--- src/hdl/dac_pkg.sv ---
package dac_pkg;

	////////////////////////////////////////////////////////////
	// chip geometry
	////////////////////////////////////////////////////////////

	localparam int N_CHAN     = 8;                    // dac channels on the chip
	localparam int CH_W       = 3;                    // channel index width
	localparam int DATA_W     = 16;                   // setpoint width
	localparam int FRAME_BITS = 32;                   // bits per serial instruction
	localparam int ADDR_W     = 4;                    // address field, msb is broadcast
	localparam int BIT_CNT_W  = $clog2(FRAME_BITS);   // shifter bit counter

	////////////////////////////////////////////////////////////
	// instruction field codes
	////////////////////////////////////////////////////////////

	localparam logic [3:0] DAC_PREFIX        = 4'b0000;
	localparam logic [3:0] CTRL_WRITE_UPDATE = 4'b0011; // write selected reg and update
	localparam logic [3:0] CTRL_REF_SETUP    = 4'b1001; // internal reference setup
	localparam logic [3:0] REF_ALWAYS_ON     = 4'b1010; // reference mode, always on
	localparam logic [3:0] FEATURE_NONE      = 4'b0000;

	// shifter fsm codes
	localparam int         ST_W     = 2;
	localparam logic [1:0] ST_IDLE  = 2'd0;           // wait for a word
	localparam logic [1:0] ST_SETUP = 2'd1;           // nsync low, sclk held low
	localparam logic [1:0] ST_SHIFT = 2'd2;           // 32 bit periods
	localparam logic [1:0] ST_DONE  = 2'd3;           // one cycle after nsync rises

	////////////////////////////////////////////////////////////
	// types
	////////////////////////////////////////////////////////////

	// one update request, sequencer to encoder
	typedef struct packed {
		logic              is_ref;                    // reference setup, channel/data ignored
		logic [CH_W-1:0]   channel;
		logic [DATA_W-1:0] data;
	} dac_req_t;

	// write to channel register and update
	typedef struct packed {
		logic [3:0]        prefix;
		logic [3:0]        control;
		logic [ADDR_W-1:0] address;
		logic [DATA_W-1:0] data;
		logic [3:0]        feature;
	} dac_write_t;

	// internal reference setup
	typedef struct packed {
		logic [3:0]  prefix;
		logic [3:0]  control;
		logic [3:0]  reserved;
		logic [3:0]  ref_mode;
		logic [15:0] unused;                          // don't care low half
	} dac_ref_t;

	// one 32-bit instruction, two ways to read it
	typedef union packed {
		dac_write_t write_view;
		dac_ref_t   ref_view;
	} dac_instr_u;

endpackage

--- src/hdl/channel_sequencer.sv ---
`timescale 1ns/10ps

module channel_sequencer (
	input  logic                       clk_in,
	input  logic                       reset_in,
	input  logic                       wr_in,          // one-cycle write strobe
	input  logic [dac_pkg::CH_W-1:0]   wr_channel_in,
	input  logic [dac_pkg::DATA_W-1:0] wr_data_in,
	input  logic                       ref_set_in,     // request ref setup
	input  logic                       frame_done,     // from shifter
	output dac_pkg::dac_req_t          req,
	output logic                       req_valid
);

	import dac_pkg::*;

	////////////////////////////////////////////////////////////
	// state
	////////////////////////////////////////////////////////////

	logic [DATA_W-1:0] setpoint [N_CHAN];   // latest value per channel
	logic [N_CHAN-1:0] dirty;               // channel waiting to be sent
	logic              ref_pend;            // ref setup waiting
	logic              in_flight;           // one frame at a time
	logic [CH_W-1:0]   ptr;                 // round-robin start point

	// pick logic
	logic [CH_W-1:0]   cand;
	logic [CH_W-1:0]   pick_ch;
	logic              pick_found;
	logic              issue_ref;
	logic              issue_ch;

	////////////////////////////////////////////////////////////
	// round-robin pick
	////////////////////////////////////////////////////////////

	// first dirty channel at or after ptr, index wraps mod 8
	always_comb begin
		pick_found = 1'b0;
		pick_ch    = ptr;
		cand       = ptr;
		for (int i = 0; i < N_CHAN; i++) begin
			cand = ptr + CH_W'(i);
			if (!pick_found && dirty[cand]) begin
				pick_found = 1'b1;
				pick_ch    = cand;
			end
		end
	end

	assign issue_ref = !in_flight && ref_pend;                 // ref has priority
	assign issue_ch  = !in_flight && !ref_pend && pick_found;

	////////////////////////////////////////////////////////////
	// table and flags
	////////////////////////////////////////////////////////////

	always_ff @(posedge clk_in) begin
		if (reset_in) begin
			for (int i = 0; i < N_CHAN; i++) begin
				setpoint[i] <= '0;
			end
		end else if (wr_in) begin
			setpoint[wr_channel_in] <= wr_data_in;    // newest value wins
		end
	end

	always_ff @(posedge clk_in) begin
		if (reset_in) begin
			dirty     <= '0;
			ref_pend  <= 1'b0;
			in_flight <= 1'b0;
			ptr       <= '0;
			req_valid <= 1'b0;
		end else begin
			// clear on issue first, a same-cycle write sets it again
			if (issue_ch) begin
				dirty[pick_ch] <= 1'b0;
				if (wr_in) begin
					dirty[wr_channel_in] <= 1'b1;
				end
			end else if (wr_in) begin
				dirty[wr_channel_in] <= 1'b1;
			end

			if (ref_set_in) begin
				ref_pend <= 1'b1;
			end else if (issue_ref) begin
				ref_pend <= 1'b0;
			end

			if (issue_ref || issue_ch) begin
				in_flight <= 1'b1;
			end else if (frame_done) begin
				in_flight <= 1'b0;                    // shifter free again
			end

			if (issue_ch) begin
				ptr <= pick_ch + 1'b1;                // skip past the one just sent
			end

			req_valid <= issue_ref || issue_ch;
		end
	end

	// request payload, only looked at with req_valid
	always_ff @(posedge clk_in) begin
		if (issue_ref) begin
			req.is_ref  <= 1'b1;
			req.channel <= '0;
			req.data    <= '0;
		end else if (issue_ch) begin
			req.is_ref  <= 1'b0;
			req.channel <= pick_ch;
			req.data    <= setpoint[pick_ch];     // value before any same-cycle write
		end
	end

endmodule

--- src/hdl/dac_subsystem.sv ---
`timescale 1ns/10ps

module dac_subsystem (
	input  logic                       clk_in,
	input  logic                       reset_in,
	input  logic                       wr_in,
	input  logic [dac_pkg::CH_W-1:0]   wr_channel_in,
	input  logic [dac_pkg::DATA_W-1:0] wr_data_in,
	input  logic                       ref_set_in,
	output logic                       nsync_out,
	output logic                       sclk_out,
	output logic                       din_out,
	output logic                       frame_done_out
);

	import dac_pkg::*;

	////////////////////////////////////////////////////////////
	// stage links
	////////////////////////////////////////////////////////////

	dac_req_t   req;            // sequencer -> encoder
	logic       req_valid;
	dac_instr_u instr;          // encoder -> shifter
	logic       instr_valid;

	// picks the next update, waits for frame_done
	channel_sequencer channel_sequencer_inst (
		.clk_in        (clk_in),
		.reset_in      (reset_in),
		.wr_in         (wr_in),
		.wr_channel_in (wr_channel_in),
		.wr_data_in    (wr_data_in),
		.ref_set_in    (ref_set_in),
		.frame_done    (frame_done_out),
		.req           (req),
		.req_valid     (req_valid)
	);

	instr_encoder instr_encoder_inst (
		.clk_in      (clk_in),
		.reset_in    (reset_in),
		.req         (req),
		.req_valid   (req_valid),
		.instr       (instr),
		.instr_valid (instr_valid)
	);

	// pins straight off registers
	serial_shifter serial_shifter_inst (
		.clk_in      (clk_in),
		.reset_in    (reset_in),
		.instr       (instr),
		.instr_valid (instr_valid),
		.nsync_out   (nsync_out),
		.sclk_out    (sclk_out),
		.din_out     (din_out),
		.frame_done  (frame_done_out)
	);

endmodule

--- src/hdl/instr_encoder.sv ---
`timescale 1ns/10ps

module instr_encoder (
	input  logic                clk_in,
	input  logic                reset_in,
	input  dac_pkg::dac_req_t   req,
	input  logic                req_valid,
	output dac_pkg::dac_instr_u instr,
	output logic                instr_valid
);

	import dac_pkg::*;

	////////////////////////////////////////////////////////////
	// word build
	////////////////////////////////////////////////////////////

	dac_instr_u instr_next;

	always_comb begin
		instr_next = '0;
		if (req.is_ref) begin
			// reference view, low half left zero
			instr_next.ref_view.prefix   = DAC_PREFIX;
			instr_next.ref_view.control  = CTRL_REF_SETUP;
			instr_next.ref_view.reserved = 4'b0000;
			instr_next.ref_view.ref_mode = REF_ALWAYS_ON;
		end else begin
			instr_next.write_view.prefix  = DAC_PREFIX;
			instr_next.write_view.control = CTRL_WRITE_UPDATE;
			instr_next.write_view.address = {1'b0, req.channel}; // no broadcast
			instr_next.write_view.data    = req.data;
			instr_next.write_view.feature = FEATURE_NONE;
		end
	end

	////////////////////////////////////////////////////////////
	// pipeline register
	////////////////////////////////////////////////////////////

	// word itself has no reset, qualified by instr_valid
	always_ff @(posedge clk_in) begin
		if (req_valid) begin
			instr <= instr_next;
		end
	end

	always_ff @(posedge clk_in) begin
		if (reset_in) begin
			instr_valid <= 1'b0;
		end else begin
			instr_valid <= req_valid;     // one cycle behind the request
		end
	end

endmodule

--- src/hdl/serial_shifter.sv ---
`timescale 1ns/10ps

module serial_shifter (
	input  logic                clk_in,
	input  logic                reset_in,
	input  dac_pkg::dac_instr_u instr,
	input  logic                instr_valid,    // one-cycle load strobe
	output logic                nsync_out,      // frame window, active low
	output logic                sclk_out,       // half clk rate during shift
	output logic                din_out,        // msb first
	output logic                frame_done      // pulse as nsync rises
);

	import dac_pkg::*;

	localparam logic [BIT_CNT_W-1:0] LAST_BIT = BIT_CNT_W'(FRAME_BITS - 1);

	////////////////////////////////////////////////////////////
	// registers
	////////////////////////////////////////////////////////////

	logic [ST_W-1:0]       state;
	logic [FRAME_BITS-1:0] shreg;       // word being sent
	logic                  phase;       // high half of a bit period
	logic [BIT_CNT_W-1:0]  bit_cnt;     // current bit period
	logic                  load;
	logic                  advance;     // end of a low half, next bit goes out

	assign load    = (state == ST_IDLE) && instr_valid;
	assign advance = (state == ST_SHIFT) && !phase && (bit_cnt != LAST_BIT);

	// shift register, payload only
	always_ff @(posedge clk_in) begin
		if (load) begin
			shreg <= instr;
		end else if (advance) begin
			shreg <= shreg << 1;
		end
	end

	////////////////////////////////////////////////////////////
	// frame fsm
	////////////////////////////////////////////////////////////

	always_ff @(posedge clk_in) begin
		if (reset_in) begin
			state      <= ST_IDLE;
			nsync_out  <= 1'b1;
			sclk_out   <= 1'b0;
			din_out    <= 1'b0;
			frame_done <= 1'b0;
			phase      <= 1'b0;
			bit_cnt    <= '0;
		end else begin
			case (state)
				ST_IDLE: begin
					if (instr_valid) begin
						nsync_out <= 1'b0;                  // open sync window
						din_out   <= instr[FRAME_BITS-1];   // bit 31 ready before first rise
						state     <= ST_SETUP;
					end
				end
				ST_SETUP: begin
					sclk_out <= 1'b1;                       // first period starts
					phase    <= 1'b1;
					bit_cnt  <= '0;
					state    <= ST_SHIFT;
				end
				ST_SHIFT: begin
					if (phase) begin
						sclk_out <= 1'b0;                   // dac samples here
						phase    <= 1'b0;
					end else if (bit_cnt == LAST_BIT) begin
						nsync_out  <= 1'b1;                 // 32 periods done
						frame_done <= 1'b1;
						state      <= ST_DONE;
					end else begin
						// din moves together with the sclk rise
						sclk_out <= 1'b1;
						phase    <= 1'b1;
						din_out  <= shreg[FRAME_BITS-2];
						bit_cnt  <= bit_cnt + 1'b1;
					end
				end
				ST_DONE: begin
					frame_done <= 1'b0;
					din_out    <= 1'b0;                     // park low between frames
					state      <= ST_IDLE;
				end
				default: begin
					state <= ST_IDLE;
				end
			endcase
		end
	end

endmodule

--- config.mk ---
export PLATFORM = sky130hd
export DESIGN_NAME = dac_subsystem
export DESIGN_NICKNAME = d
export VERILOG_FILES = /design/src/hdl/dac_pkg.sv /design/src/hdl/channel_sequencer.sv /design/src/hdl/dac_subsystem.sv /design/src/hdl/instr_encoder.sv /design/src/hdl/serial_shifter.sv
export SDC_FILE = /design/constraint.sdc
export NUM_CORES = 1
export LEC_CHECK = 0
export BUFFER_PORTS_ARGS = -buffer_cell sky130_fd_sc_hd__clkbuf_2
export CORE_MARGIN = 4
export CORE_UTILIZATION = 37
export DETAILED_ROUTE_END_ITERATION = 10
export PLACE_DENSITY = 0.58
export SLEW_MARGIN = 20
export SYNTH_ARGS = -nofsm -noshare
export SYNTH_HDL_FRONTEND = slang
export SYNTH_SLANG_ARGS = --single-unit
--- constraint.sdc ---
create_clock -name clk_in -period 5.39 [get_ports clk_in]
set_input_delay 1.3475 -clock clk_in [delete_from_list [all_inputs] [get_ports clk_in]]
set_output_delay 1.3475 -clock clk_in [all_outputs]
set_load 0.1 [all_outputs]
Word-level counts from Yosys, hierarchy flattened
Memory sizes are Yosys's and may differ from the RTL's. A register that Yosys moved wholly into a read port is not among the register bits.
Index checks and enable logic that the tools add are counted.
{"block": "word_totals", "reg_bits": 90, "ramBits": 128, "in_bits": 23, "n_memories": 1}
{"block": "classes", "addsub": 9, "order_cmp": 12, "eq_ne": 10, "muxes": 75, "bitwise": 4, "n_reduce_logical": 42}
{"name": "channel_sequencer_inst.setpoint", "words": 8, "width": 16, "rd": 1, "rd_clocked_by_memory_dff": 1, "write_ports": 8, "line": "channel_sequencer.sv:21", "text": "logic [DATA_W-1:0] setpoint [N_CHAN];"}
{"cell": "$mux W31", "count": 2}
{"cell": "$lt A3 B4 Y1 const B", "count": 10}
{"cell": "$mux W1", "count": 38}
{"cell": "$bmux W1 S3", "count": 8}
{"cell": "$mux W3", "count": 8}
{"cell": "$mux W8", "count": 3}
{"cell": "$mux W16", "count": 1}
{"cell": "$or A8 B8 Y8", "count": 2}
{"cell": "$reduce_or A16 Y1", "count": 1}
{"cell": "$logic_and A1 B1 Y1", "count": 15}
{"cell": "$reduce_bool A2 Y1", "count": 7}
{"cell": "$add A3 B3 Y3 const B", "count": 4}
{"cell": "$mux W12", "count": 1}
{"cell": "$logic_not A1 Y1", "count": 10}
{"cell": "$mux W5", "count": 2}
{"cell": "$pmux W5 S2", "count": 1}
{"cell": "$reduce_and A3 Y1", "count": 3}
{"cell": "$and A8 B8 Y8", "count": 1}
{"cell": "$ne A2 B2 Y1 const B", "count": 4}
{"cell": "$not A8 Y8", "count": 1}
{"cell": "$pmux W1 S2", "count": 4}
{"cell": "$pmux W2 S4", "count": 1}
{"cell": "$reduce_and A4 Y1", "count": 2}
{"cell": "$add A3 B1 Y3 const B", "count": 2}
{"cell": "other kinds (15)", "count": 21}

Longest topological paths before layout
{"block": "logic_depth", "ltp_word": 33, "mapped_depth": 17}

Modules after synthesis
A second synthesis with hierarchy kept.
{"block": "hier_totals", "hier_cells": 963, "area_unflattened_um2": 11458.5}
{"module": "channel_sequencer", "instances": 1, "cells_per_inst": 761, "area_each_um2": 8593.2, "seq_area_each_um2": 4524.3}
{"module": "serial_shifter", "instances": 1, "cells_per_inst": 144, "area_each_um2": 1979.4, "seq_area_each_um2": 1171.1}
{"module": "instr_encoder", "instances": 1, "cells_per_inst": 58, "area_each_um2": 885.8, "seq_area_each_um2": 650.6}

Least setup slack after synthesis
Ideal clock, no wire load.
{"block": "synth_timing", "kind": "register -> register", "from": "register channel_sequencer_inst.ptr[0]", "to": "register, netlist name channel_sequencer_inst.req[13]", "setup_time_ns": 0.117, "arrival_time_ns": 3.996, "setup_slack_ns": 1.277, "path_stages_with_launch": 17, "n_path_buf": 5, "synth_period_minus_slack_ns": 4.113, "cell_sequence": "dfxtp_1 buf_2 buf_4 inv_1 ha_1 buf_4 mux4_2 mux2_2 a22o_1 a41o_2 or3_1 buf_6 nand2_8 buf_8 mux4_2 a22oi_1 nand2_1"}
{"block": "synth_between", "elab_chain_cells": 25, "word_cells_on_any_way": 53, "cone_classes": "add/sub (7); mux (31); reduce/logical (15)"}
{"item": "from (decl)", "line": "channel_sequencer.sv:25", "text": "logic [CH_W-1:0] ptr;"}
{"item": "from (signal assigned)", "line": "channel_sequencer.sv:100", "text": "ptr <= pick_ch + 1'b1;"}
{"item": "branches (longest 25 deep; another with $add A3 B1 Y3)"}
Parallel ways; which one is timed is not known. The select of a mux whose other input is x is not followed.
A chain may end at the register's enable or synchronous reset.

Final worst setup path
{"block": "layout_timing", "from": "register channel_sequencer_inst.ptr[0]", "to": "register, netlist name channel_sequencer_inst.req[10]"}
{"block": "layout_between", "elab_chain_cells": 25, "word_cells_on_any_way": 53, "cone_classes": "add/sub (7); mux (31); reduce/logical (15)"}
{"item": "branches (longest 25 deep; another with $add A3 B1 Y3)"}
Parallel ways; which one is timed is not known. The select of a mux whose other input is x is not followed.

==> impl_results.md <==
* Status: finished clean
* Die Wd at 177 um
* Library cells used by synthesis at 65
* Maxcap violations at 0
* Layout cells sized above 1 at 0.169
* CP startpoint kind: register
* Placement Cell Area at 0.0111 mm2
* Die area at 0.0313 mm2
* WP data required at 5.82 ns
* Pin count of the biggest net entering global routing at 38
* Reg area at 0.00623 mm2
* Hold crit path type: register to register
* Top-area cell type share of the netlist area at 0.500
* Avg Cell Area, Syn at 12.6 um2
* Peak Freq at 228 MHz
* Via density at 5.32
* Yosys reg bits at 223
* Post-CTS Setup Bufs at 0
* Initial antenna violation count at 0
* Pleak at 4.28 nW
* Worst setup EP type: register
* Most common cell in the synthesized netlist: edfxtp_1
* Routed vias at 6704
* Mapped Area at 0.0106 mm2
* Synth area leaders: edfxtp_1, dfxtp_1, and2_1
* Number of synthesized flops with an enable pin at 176
* Post-synth top flop: edfxtp_1
* Slew Viols, Final at 0
* Max-slew headroom at 0.282
* Worst Reg-to-Reg Cells at 12
* Place WS at 1.02 ns
* PortBufs at 26
* Core ar. at 0.0280 mm2
* Most frequent cells after synthesis: edfxtp_1, and2_1, dfxtp_1
* Clk Latency, worst-skew pair at 0.54 ns
* Hold buffer count at cts at 0
* H-tree depth at 1
* N_diodes at 0
* DRC at 0
* Maximum clock insertion buffer count at 3
* CTS tree: yes
* Seq/Total Area, Yosys at 0.589
* Synth warnings at 0
* Unrepaired setup endpoints after global routing: false
* Power, Total at 0.00680 W
* Area growth, synth to finish at 13.2%
* Gate Count Post-Synth at 840
* First-pass GRT wire length at 39300 um
* Yosys top cell by area: edfxtp_1
* Grt ovf at 0
* GP Congestion at 0.801
* Die height at 177 um
* Area of the multi-input gates at 0.00406 mm2
* CTS Buf Count at 25
* Worst setup margin at 0.995 ns
* Worst Skew at 0.0176 ns
* Endpoints failing setup at 0
* Crit Path Class: register to register
* Routed WL per cell at 19.8 um
* Dpl cells at 1213
* Hold path depth at 2
* 1st-pass router iterations at 6
* WL final at 24900 um
* Iteration-0 DRC Markers at 488
* Tmin final at 4.40 ns
* Gates resized, CTS repair at 0
* Maximum vdd drop at 0.439 mV
* Fillers at 2612
* Num Clock Sinks at 223
* Crit path max fanout at 36
* Worst EP arrival at 4.83 ns
* Nets@finish at 893
* Total track usage at 0.162
* Rows at 61
* Non-Filler Instances at 1259
* Final instance area at 0.0120 mm2
* Async S/R FF share, synth at 0
* Final Hold Viols at 0
* Clock transition at path regs at 0.06 ns
* Vias in the first global route at 6662
* Starting density of the core at 0.377
* Worst Tran Pin Value at 1.08 ns
* Syn nets at 871
* Routed Antenna Nets at 0
* Hpwl dp at 14900 um
* Clk root buf: clkbuf_16
* Sum Neg Setup Slack at 0 ns
* PwrDens at 568 mW/mm2
* Tcrit/Tclk final at 0.815
* IO Pins at 27
[worst max-delay path, cell delays in order (launching register included)]
cell and delay [ns]:
dfxtp_1 0.33, inv_1 0.09, ha_1 0.62, mux4_1 0.69, mux2_4 0.33, a22o_1 0.23, a41o_2 0.29, or3_1 0.32
buf_4 0.21, nand2_8 0.30, mux4_1 0.60, a22oi_1 0.19, nand2_1 0.07
[through the flow]
| step | hold WS (ns) | util |
|---|---|---|
| floorplan | 0.407 | - |
| global placement | 0.441 | 0.396 |
| detailed placement | 0.453 | 0.396 |
| CTS | 0.461 | 0.427 |
| global route | 0.493 | 0.427 |
| finish | 0.455 | 0.427 |
[final timing paths]
check,from,end,slack (ns)
max,channel_sequencer_inst.ptr[0],channel_sequencer_inst.req[10],0.99
min,serial_shifter_inst.din_out,serial_shifter_inst.din_out,0.45
max reg2reg,channel_sequencer_inst.ptr[0],channel_sequencer_inst.req[10],0.99
min reg2reg,serial_shifter_inst.din_out,serial_shifter_inst.din_out,0.45
[metal layers]
metal  global-route usage  part of all wire  wire length, um
met1                0.226              0.45            11200
met2                0.269              0.48            12000
met3               0.0211             0.046             1140
met4               0.0403             0.022              549
met5                    0                 0                0
[cell usage in the layout, fill, tap and decap left out, types with 5 or more instances in the layout]
cell type  count
buf_4         22
dfxtp_1       47
clkinv_2       5
nand3b_1       5
nand3_1       29
bufinv_16      5
inv_1         11
edfxtp_1     176
a32oi_1        7
o21ai_0       36
mux2_2        23
mux4_2        20
and2_1       136
nor2_1        29
and3_1        15
nor2b_1       23
ha_1           8
a21oi_1       34
nand2_1       36
clkbuf_16     25
nor3_1         8
nand4_1        5
o211ai_1       5
a31oi_1        5
nand2b_1      18
clkbuf_2      26
a22oi_1        6
mux2i_1       24
a221o_1        5
[area by class of cell]
| class | instances | share of cell area |
|---|---|---|
| Sequential cell | 223 | 0.520 |
| Inverter | 11 | 0.00345 |
| Timing Repair Buffer | 48 | 0.0247 |
| Clock buffer | 28 | 0.0532 |
| Clock inverter | 18 | 0.0196 |
| Multi-Input combinational cell | 553 | 0.339 |
| Tap cell | 378 | 0.0395 |
[logic make-up (layout without fill, tap and decap cells)]
kind of cell | Yosys count | count (layout) | share of synthesized area
compound gates | 140 | 140 | 0.0875
xor+xnor | 8 | 8 | 0.00663
fa+ha+maj | 8 | 8 | 0.00947
buf+inv | 64 | 105 | 0.0291
flops | 223 | 223 | 0.589
mux | 73 | 73 | 0.102
simple gates | 324 | 324 | 0.176
[report_power, final]
part	leakage [nW]	internal (W)	switching [W]
logic	1.79	0.00103	0.00157
registers	2.07	0.00220	0.000181
clock network	0.423	0.00110	0.000708
total	4.28	0.00433	0.00246
[sequential cells by signal, indices dropped and copies added (netlist names)]
signal,count
channel_sequencer_inst.setpoint,128
serial_shifter_inst.shreg,27
instr_encoder_inst.instr,21
channel_sequencer_inst.req,20
channel_sequencer_inst.dirty,8
serial_shifter_inst.bit_cnt,5
channel_sequencer_inst.ptr,3
serial_shifter_inst.state,2
channel_sequencer_inst.in_flight,1
channel_sequencer_inst.ref_pend,1
channel_sequencer_inst.req_valid,1
instr_encoder_inst.instr_valid,1
serial_shifter_inst.din_out,1
serial_shifter_inst.frame_done,1
serial_shifter_inst.nsync_out,1
serial_shifter_inst.phase,1
serial_shifter_inst.sclk_out,1
No activity file was read; power rests on OpenSTA's default activity.
